--- config.mk ---
export PLATFORM = sky130hd
export DESIGN_NAME = fpsu_top
export DESIGN_NICKNAME = d
export VERILOG_FILES = /design/src/rtl/fpsu_pkg.sv /design/src/rtl/fpsu_decode.sv /design/src/rtl/fpsu_execute.sv /design/src/rtl/fpsu_result.sv /design/src/rtl/fpsu_top.sv
export VERILOG_INCLUDE_DIRS = /design/src /design/src/rtl
export SDC_FILE = /design/constraint.sdc
export NUM_CORES = 2
export LEC_CHECK = 0
export ABC_CLOCK_PERIOD_IN_PS = 8900
export BUFFER_PORTS_ARGS = -buffer_cell sky130_fd_sc_hd__clkbuf_2
export CORE_ASPECT_RATIO = 0.75
export CORE_MARGIN = 4
export CORE_UTILIZATION = 63
export DETAILED_ROUTE_END_ITERATION = 10
export GPL_ROUTABILITY_DRIVEN = 0
export PLACE_DENSITY_LB_ADDON = 0.3
export SKIP_CTS_REPAIR_TIMING = 1
export SYNTH_ARGS = -nofsm -noshare
export SYNTH_HDL_FRONTEND = slang
export SYNTH_SLANG_ARGS = --single-unit
--- constraint.sdc ---
create_clock -name clk -period 8.9 [get_ports clk]
set_input_delay 0.89 -clock clk [delete_from_list [all_inputs] [get_ports clk]]
set_output_delay 0.89 -clock clk [all_outputs]
set_load 0.02 [all_outputs]
--- src/rtl/fpsu_macros.svh ---
`ifndef FPSU_MACROS_SVH
`define FPSU_MACROS_SVH

// one half of a 128-bit operand, two packed singles
`define FPSU_HALF_W 64

// issue tag width, tags wrap modulo 16
`define FPSU_TAG_W 4

// result queue entries, equal to the issue credits handed out after reset
`define FPSU_QUEUE_DEPTH 4

// output credits the unit owns after reset
`define FPSU_OUT_CREDITS 2

`endif

--- src/rtl/fpsu_pkg.sv ---
`include "fpsu_macros.svh"

package fpsu_pkg;

  typedef logic [`FPSU_HALF_W-1:0] half_t; // two packed singles
  typedef logic [`FPSU_TAG_W-1:0]  tag_t;
  typedef logic [3:0]              op_t;
  typedef logic [1:0]              src_t;
  typedef logic [2:0]              func_t;
  typedef logic [1:0]              ret_t;

  // opcodes, 10 and up are illegal
  localparam op_t OP_AND    = 4'd0;
  localparam op_t OP_OR     = 4'd1;
  localparam op_t OP_XOR    = 4'd2;
  localparam op_t OP_ANDN   = 4'd3;
  localparam op_t OP_MOVA   = 4'd4;
  localparam op_t OP_FNEG   = 4'd5;
  localparam op_t OP_FABS   = 4'd6;
  localparam op_t OP_SWAP   = 4'd7;
  localparam op_t OP_UNPKLO = 4'd8;
  localparam op_t OP_UNPKHI = 4'd9;

  localparam src_t SRC_REG  = 2'd0;
  localparam src_t SRC_FWD0 = 2'd1; // forwarding bus entry 0
  localparam src_t SRC_FWD1 = 2'd2;
  localparam src_t SRC_ZERO = 2'd3;

  localparam func_t F_PASS = 3'd0;
  localparam func_t F_AND  = 3'd1;
  localparam func_t F_OR   = 3'd2;
  localparam func_t F_XOR  = 3'd3;
  localparam func_t F_ANDN = 3'd4; // x and not y
  localparam func_t F_NEG  = 3'd5;
  localparam func_t F_ABS  = 3'd6;

  // return code bit positions
  localparam int RET_ZERO    = 0;
  localparam int RET_ILLEGAL = 1;

  // sign bits of both singles in a half
  localparam half_t SIGN_MASK = 64'h8000_0000_8000_0000;

endpackage

--- src/rtl/fpsu_decode.sv ---
`timescale 1ns/1ps

module fpsu_decode import fpsu_pkg::*; (
  input  logic  clk,
  input  logic  rst_n,
  input  logic  in_valid,
  input  op_t   in_op,
  input  tag_t  in_tag,
  input  src_t  in_src_a,
  input  src_t  in_src_b,
  input  half_t in_a_hi,
  input  half_t in_a_lo,
  input  half_t in_b_hi,
  input  half_t in_b_lo,
  input  half_t fwd0_hi,
  input  half_t fwd0_lo,
  input  half_t fwd1_hi,
  input  half_t fwd1_lo,
  output logic  dec_valid,
  output tag_t  dec_tag,
  output logic  dec_illegal,
  output func_t dec_func,
  output half_t hi_x,
  output half_t hi_y,
  output half_t lo_x,
  output half_t lo_y
);

  half_t a_hi, a_lo, b_hi, b_lo;
  half_t nx_hi_x, nx_hi_y, nx_lo_x, nx_lo_y;
  func_t nx_func;
  logic  illegal;

  function automatic half_t pick(input src_t s, input half_t r, input half_t f0,
                                 input half_t f1);
    case (s)
      SRC_REG:  pick = r;
      SRC_FWD0: pick = f0;
      SRC_FWD1: pick = f1;
      SRC_ZERO: pick = '0;
      default:  pick = '0;
    endcase
  endfunction

  assign a_hi = pick(in_src_a, in_a_hi, fwd0_hi, fwd1_hi);
  assign a_lo = pick(in_src_a, in_a_lo, fwd0_lo, fwd1_lo);
  assign b_hi = pick(in_src_b, in_b_hi, fwd0_hi, fwd1_hi);
  assign b_lo = pick(in_src_b, in_b_lo, fwd0_lo, fwd1_lo);

  assign illegal = (in_op > OP_UNPKHI);

  always_comb begin
    nx_func = F_PASS;
    nx_hi_x = a_hi;
    nx_hi_y = b_hi;
    nx_lo_x = a_lo;
    nx_lo_y = b_lo;
    case (in_op)
      OP_AND:  nx_func = F_AND;
      OP_OR:   nx_func = F_OR;
      OP_XOR:  nx_func = F_XOR;
      OP_ANDN: nx_func = F_ANDN;
      OP_MOVA: nx_func = F_PASS;
      OP_FNEG: nx_func = F_NEG;
      OP_FABS: nx_func = F_ABS;
      OP_SWAP: begin // halves cross between the slices
        nx_hi_x = a_lo;
        nx_lo_x = a_hi;
      end
      OP_UNPKLO: begin
        nx_hi_x = b_lo;
        nx_lo_x = a_lo;
      end
      OP_UNPKHI: begin
        nx_hi_x = b_hi;
        nx_lo_x = a_hi;
      end
      default: begin // illegal, both slices see zero
        nx_hi_x = '0;
        nx_hi_y = '0;
        nx_lo_x = '0;
        nx_lo_y = '0;
      end
    endcase
  end

  always_ff @(posedge clk or negedge rst_n) begin
    if (!rst_n) begin
      dec_valid <= 1'b0;
    end else begin
      dec_valid <= in_valid;
    end
  end

  always_ff @(posedge clk) begin
    if (in_valid) begin
      dec_tag     <= in_tag;
      dec_illegal <= illegal;
      dec_func    <= nx_func;
      hi_x        <= nx_hi_x;
      hi_y        <= nx_hi_y;
      lo_x        <= nx_lo_x;
      lo_y        <= nx_lo_y;
    end
  end

endmodule

--- src/rtl/fpsu_execute.sv ---
`timescale 1ns/1ps

module fpsu_execute import fpsu_pkg::*; (
  input  logic  clk,
  input  logic  rst_n,
  input  logic  dec_valid,
  input  func_t dec_func,
  input  half_t x,
  input  half_t y,
  output logic  exe_valid,
  output half_t exe_data,
  output logic  exe_zero
);

  // one 64-bit slice, the unit runs a high and a low copy side by side
  half_t f;

  always_comb begin
    case (dec_func)
      F_PASS: begin
        f = x;
      end
      F_AND: begin
        f = x & y;
      end
      F_OR: begin
        f = x | y;
      end
      F_XOR: begin
        f = x ^ y;
      end
      F_ANDN: begin
        f = x & ~y;
      end
      F_NEG: begin
        f = x ^ SIGN_MASK; // flip both single signs
      end
      F_ABS: begin
        f = x & ~SIGN_MASK;
      end
      default: begin
        f = x;
      end
    endcase
  end

  always_ff @(posedge clk or negedge rst_n) begin
    if (!rst_n) begin
      exe_valid <= 1'b0;
    end else begin
      exe_valid <= dec_valid;
    end
  end

  always_ff @(posedge clk) begin
    if (dec_valid) begin
      exe_data <= f;
      exe_zero <= (f == '0); // per-half flag, merged in the result stage
    end
  end

endmodule

--- src/rtl/fpsu_result.sv ---
`timescale 1ns/1ps
`include "fpsu_macros.svh"

module fpsu_result import fpsu_pkg::*; (
  input  logic  clk,
  input  logic  rst_n,
  input  logic  hi_valid,
  input  half_t hi_data,
  input  logic  hi_zero,
  input  logic  lo_valid,
  input  half_t lo_data,
  input  logic  lo_zero,
  input  tag_t  exe_tag,
  input  logic  exe_illegal,
  input  logic  out_credit_ret,
  output logic  res_valid,
  output half_t res_hi,
  output half_t res_lo,
  output tag_t  res_tag,
  output ret_t  res_ret,
  output logic  credit_ret
);

  localparam int DEPTH = `FPSU_QUEUE_DEPTH;
  localparam int PTR_W = $clog2(DEPTH); // depth is a power of two, pointers wrap
  localparam int CNT_W = $clog2(DEPTH + 1);
  localparam int CRD_W = $clog2(`FPSU_OUT_CREDITS + 1);

  half_t            q_hi  [DEPTH];
  half_t            q_lo  [DEPTH];
  tag_t             q_tag [DEPTH];
  ret_t             q_ret [DEPTH];
  logic [PTR_W-1:0] wr_ptr;
  logic [PTR_W-1:0] rd_ptr;
  logic [CNT_W-1:0] count;
  logic [CRD_W-1:0] out_cred;
  tag_t             tag_q;
  logic             illegal_q;
  ret_t             ret_in;
  logic             push;
  logic             pop;

  // decode sideband skips the slices, one register brings it level with them
  always_ff @(posedge clk) begin
    tag_q     <= exe_tag;
    illegal_q <= exe_illegal;
  end

  assign push = hi_valid & lo_valid;
  assign pop  = (count != '0) && (out_cred != '0); // one result per cycle at most

  always_comb begin
    ret_in              = '0;
    ret_in[RET_ZERO]    = hi_zero & lo_zero; // zero only if both halves are
    ret_in[RET_ILLEGAL] = illegal_q;
  end

  always_ff @(posedge clk) begin
    if (push) begin
      q_hi[wr_ptr]  <= hi_data;
      q_lo[wr_ptr]  <= lo_data;
      q_tag[wr_ptr] <= tag_q;
      q_ret[wr_ptr] <= ret_in;
    end
  end

  always_ff @(posedge clk or negedge rst_n) begin
    if (!rst_n) begin
      wr_ptr     <= '0;
      rd_ptr     <= '0;
      count      <= '0;
      out_cred   <= CRD_W'(`FPSU_OUT_CREDITS);
      credit_ret <= 1'b0;
    end else begin
      if (push) begin
        wr_ptr <= wr_ptr + 1'b1;
      end
      if (pop) begin
        rd_ptr <= rd_ptr + 1'b1;
      end
      count      <= count + CNT_W'(push) - CNT_W'(pop);
      out_cred   <= out_cred + CRD_W'(out_credit_ret) - CRD_W'(pop);
      credit_ret <= pop; // slot freed, hand the issue credit back
    end
  end

  assign res_valid = pop;
  assign res_hi    = q_hi[rd_ptr];
  assign res_lo    = q_lo[rd_ptr];
  assign res_tag   = q_tag[rd_ptr];
  assign res_ret   = q_ret[rd_ptr];

endmodule

--- src/rtl/fpsu_top.sv ---
`timescale 1ns/1ps

module fpsu_top import fpsu_pkg::*; (
  input  logic  clk,
  input  logic  rst_n,
  input  logic  in_valid,
  input  op_t   in_op,
  input  tag_t  in_tag,
  input  src_t  in_src_a,
  input  src_t  in_src_b,
  input  half_t in_a_hi,
  input  half_t in_a_lo,
  input  half_t in_b_hi,
  input  half_t in_b_lo,
  input  half_t fwd0_hi,
  input  half_t fwd0_lo,
  input  half_t fwd1_hi,
  input  half_t fwd1_lo,
  output logic  credit_ret,
  output logic  res_valid,
  output half_t res_hi,
  output half_t res_lo,
  output tag_t  res_tag,
  output ret_t  res_ret,
  input  logic  out_credit_ret
);

  logic  dec_valid;
  tag_t  dec_tag;
  logic  dec_illegal;
  func_t dec_func;
  half_t hi_x, hi_y, lo_x, lo_y;
  logic  hi_valid, lo_valid;
  half_t hi_data, lo_data;
  logic  hi_zero, lo_zero;

  fpsu_decode u_decode (
    .clk, .rst_n, .in_valid, .in_op, .in_tag, .in_src_a, .in_src_b,
    .in_a_hi, .in_a_lo, .in_b_hi, .in_b_lo,
    .fwd0_hi, .fwd0_lo, .fwd1_hi, .fwd1_lo,
    .dec_valid, .dec_tag, .dec_illegal, .dec_func,
    .hi_x, .hi_y, .lo_x, .lo_y
  );

  fpsu_execute u_exec_hi ( // bits 127:64
    .clk, .rst_n, .dec_valid, .dec_func,
    .x(hi_x), .y(hi_y),
    .exe_valid(hi_valid), .exe_data(hi_data), .exe_zero(hi_zero)
  );

  fpsu_execute u_exec_lo (
    .clk, .rst_n, .dec_valid, .dec_func,
    .x(lo_x), .y(lo_y),
    .exe_valid(lo_valid), .exe_data(lo_data), .exe_zero(lo_zero)
  );

  fpsu_result u_result (
    .clk, .rst_n,
    .hi_valid, .hi_data, .hi_zero,
    .lo_valid, .lo_data, .lo_zero,
    .exe_tag(dec_tag), .exe_illegal(dec_illegal), // delayed inside result
    .out_credit_ret,
    .res_valid, .res_hi, .res_lo, .res_tag, .res_ret, .credit_ret
  );

endmodule

==> flow_summary.yaml <==
critical_path:
  timing_worst_setup_path_type: "reg -> out"
  crit_path_end_kind: "output pin"
  path_delay_family: "buffers and inverters"
  r2r-end: "u_exec_hi.exe_zero"
  reg2reg_from: "u_decode.dec_func[2]"
  cp_common_cell: "buf_4"
  crit_path_start_kind: "flop"
  worstPathArrival_ps: 3630
  crit_buf_inv: 3
  crit_path_cell_trace: "buf_4 -> buf_4 -> mux4_2 -> clkbuf_2"
  r2r_slack_ps: 4690
  slowest_stage: "buf_4"
  cpPeakStageDelay_ps: 770
  crit_fanout: 43
  reg2reg_depth: 8
  cp.required_ps: 8010
route:
  drt-total-wl_mm: 153
  ant_nets: 0
  drtPass1Iterations: 8
  drc: 0
  drt_first_iter_violations: 5521
  vias: 35733
  post_drt_via_cell_ratio: 6.70
  routedWlPerCell_um: 28.7
global_route:
  grt_max_degree: 192
  grt_pass1_vias: 33256
  grt_pass1_wl_mm: 221
  grt_usage: 0.368
  grt_antenna_before_repair: 43
  grt_remaining_overflow: 0
clocking:
  clk_latency_ps: 670
  numCtsBuffers: 89
  cts_tree: "yes"
  cts.sinks: 947
  clk_path_buf_depth: 3
  clk_pin_slew_worst_paths_ps: 60
  htree_levels: 3
  clockRootBuffer: "clkbuf_16"
power:
  total_power_mw: 14.1
  vdd_drop_max_v: 0.000253
  power_density_mw_per_mm2: 256
  p_leak_nw: 21.0
sta:
  whs_ps: 115
  maxSlewViolCount: 0
  slew_headroom: 0.184
  period_needed_ps: 4520
  tightest_slew_ps: 1220
  setup_tns_ps: 0
  timing.final.crit_share: 0.508
  rsz0062_at_grt: "no"
  fmax_ghz: 0.221
  setup_viol: 0
  fin_skew_ps: 25.0
  final_hold_viol_count: 0
floorplanning:
  rows: 87
  ios: 664
  core_mm2: 0.0754
  dieHeight_um: 248
  start_util: 0.639
  die_w_um: 327
  die_area_mm2: 0.0810
finish:
  drive_above_1_share: 0.254
  area_delta_synth_final_pct: 14.3
  final_cells: 5336
  fin_nets: 4886
  final_common_cell: "edfxtp_1"
  layout_common_cells: "930 x edfxtp_1, 658 x clkbuf_2, 279 x a21oi_1"
  design_area_mm2: 0.0551
yosys:
  ys_ff_latch: 947
  yosys_warnings: 0
  synth_cell_types: 52
  syn_area_mm2: 0.0482
  syn-num-nets: 4381
  synth-async-reset-ratio: 0.0127
  synth-main-ff-cell: "edfxtp_1"
  seq_area_frac_synth: 0.588
  netlist_instances: 3716
  postSynthAreaPerCell_um2: 13.0
  synth_edf_count: 930
place:
  dpl_cell_area_mm2: 0.0521
  port_buffers: 663
  placedCellCount: 5153
  dp_hpwl_mm: 106
min_path:
  hold_path_class: "in -> async"
status:
  status: "complete, no violations"
run:
  cap_violations: 0
[power breakdown]
group / internal (mW) / switching, mW
logic: 1.50 / 2.55
registers: 5.82 / 0.384
clock network: 2.17 / 1.69
[metal layers]
| metal | vias up | routed length [um] | GRT usage |
|---|---|---|---|
| met5 | - | 145 | 0 |
| li1 | 15319 | - | - |
| met4 | 22 | 7180 | 0.156 |
| met2 | 2418 | 66200 | 0.530 |
| met3 | 333 | 20700 | 0.0957 |
| met1 | 17641 | 59000 | 0.539 |
[logic make-up after synthesis]
group	Yosys count	synth area share
compound gates	987	0.133
xor+xnor	9	0.00164
fa+ha+maj	137	0.0357
buf+inv	566	0.0460
flops	947	0.588
mux	450	0.129
simple gates	620	0.0669
[through the flow]
stage           util  worst slack [ps]
3_5_place_dp   0.691              4930
6_report       0.730              4380
4_1_cts        0.729              4240
2_1_floorplan      -              4700
5_1_grt        0.730              4070
3_3_place_gp   0.691              4940
[state kept, by name, summed over array words and instances (netlist names), 3 cells and up]
register            cells
u_decode.lo_x          64
u_decode.hi_y          64
u_decode.lo_y          64
u_decode.dec_tag        4
u_result.q_lo         256
u_decode.dec_func       3
u_exec_lo.exe_data     64
u_result.q_hi         256
u_result.count          3
u_exec_hi.exe_data     64
u_result.tag_q          4
u_decode.hi_x          64
u_result.q_ret          8
u_result.q_tag         16
[cells in the mapped netlist (all sizes together), types with 10 or more instances]
| library cell | instances | area (um^2) |
|---|---|---|
| nor3b | 38 | 285 |
| ha | 136 | 1700 |
| a221o | 14 | 140 |
| o22ai | 130 | 813 |
| o21ai | 192 | 961 |
| a2111oi | 10 | 87.6 |
| buf | 91 | 433 |
| dfrtp | 11 | 275 |
| mux2 | 46 | 518 |
| nand2 | 141 | 529 |
| nand3b | 88 | 661 |
| nor2b | 53 | 332 |
| nor4 | 24 | 156 |
| nand2b | 47 | 294 |
| inv | 267 | 1000 |
| o221a | 38 | 428 |
| a21oi | 279 | 1400 |
| a211oi | 34 | 255 |
| edfxtp | 930 | 27900 |
| a21boi | 126 | 946 |
| mux2i | 270 | 2700 |
| nor2 | 191 | 717 |
| o32ai | 22 | 193 |
| a22oi | 64 | 480 |
| o221ai | 64 | 561 |
| clkbuf | 208 | 781 |
| mux4 | 134 | 3020 |
[worst max-delay path by stage]
stage / from / end / slack (ps) / cells after the start
after floorplan: u_result.wr_ptr[0] / u_result.q_hi[2][0] / 4700 / 3
after global placement: u_result.rd_ptr[0] / res_hi[1] / 4940 / 4
after detailed placement: in_src_b[1] / u_decode.lo_y[34] / 4930 / 7
after CTS: u_result.rd_ptr[0] / res_hi[1] / 4240 / 4
after global routing: u_result.rd_ptr[0] / res_hi[21] / 4070 / 4
final: u_result.rd_ptr[0] / res_hi[21] / 4380 / 4
[final cells by class]
type                            instances  area (um^2)
Clock inverter                         57          649
Inverter                              267         1000
Tap cell                             1023         1280
Antenna cell                           26         65.1
Clock buffer                          100         2270
Multi-Input combinational cell       2203        17700
Sequential cell                       947        28300
Timing Repair Buffer                  713         3760
Fill cell                            4970        20400
(Power assumes the default switching activity.)
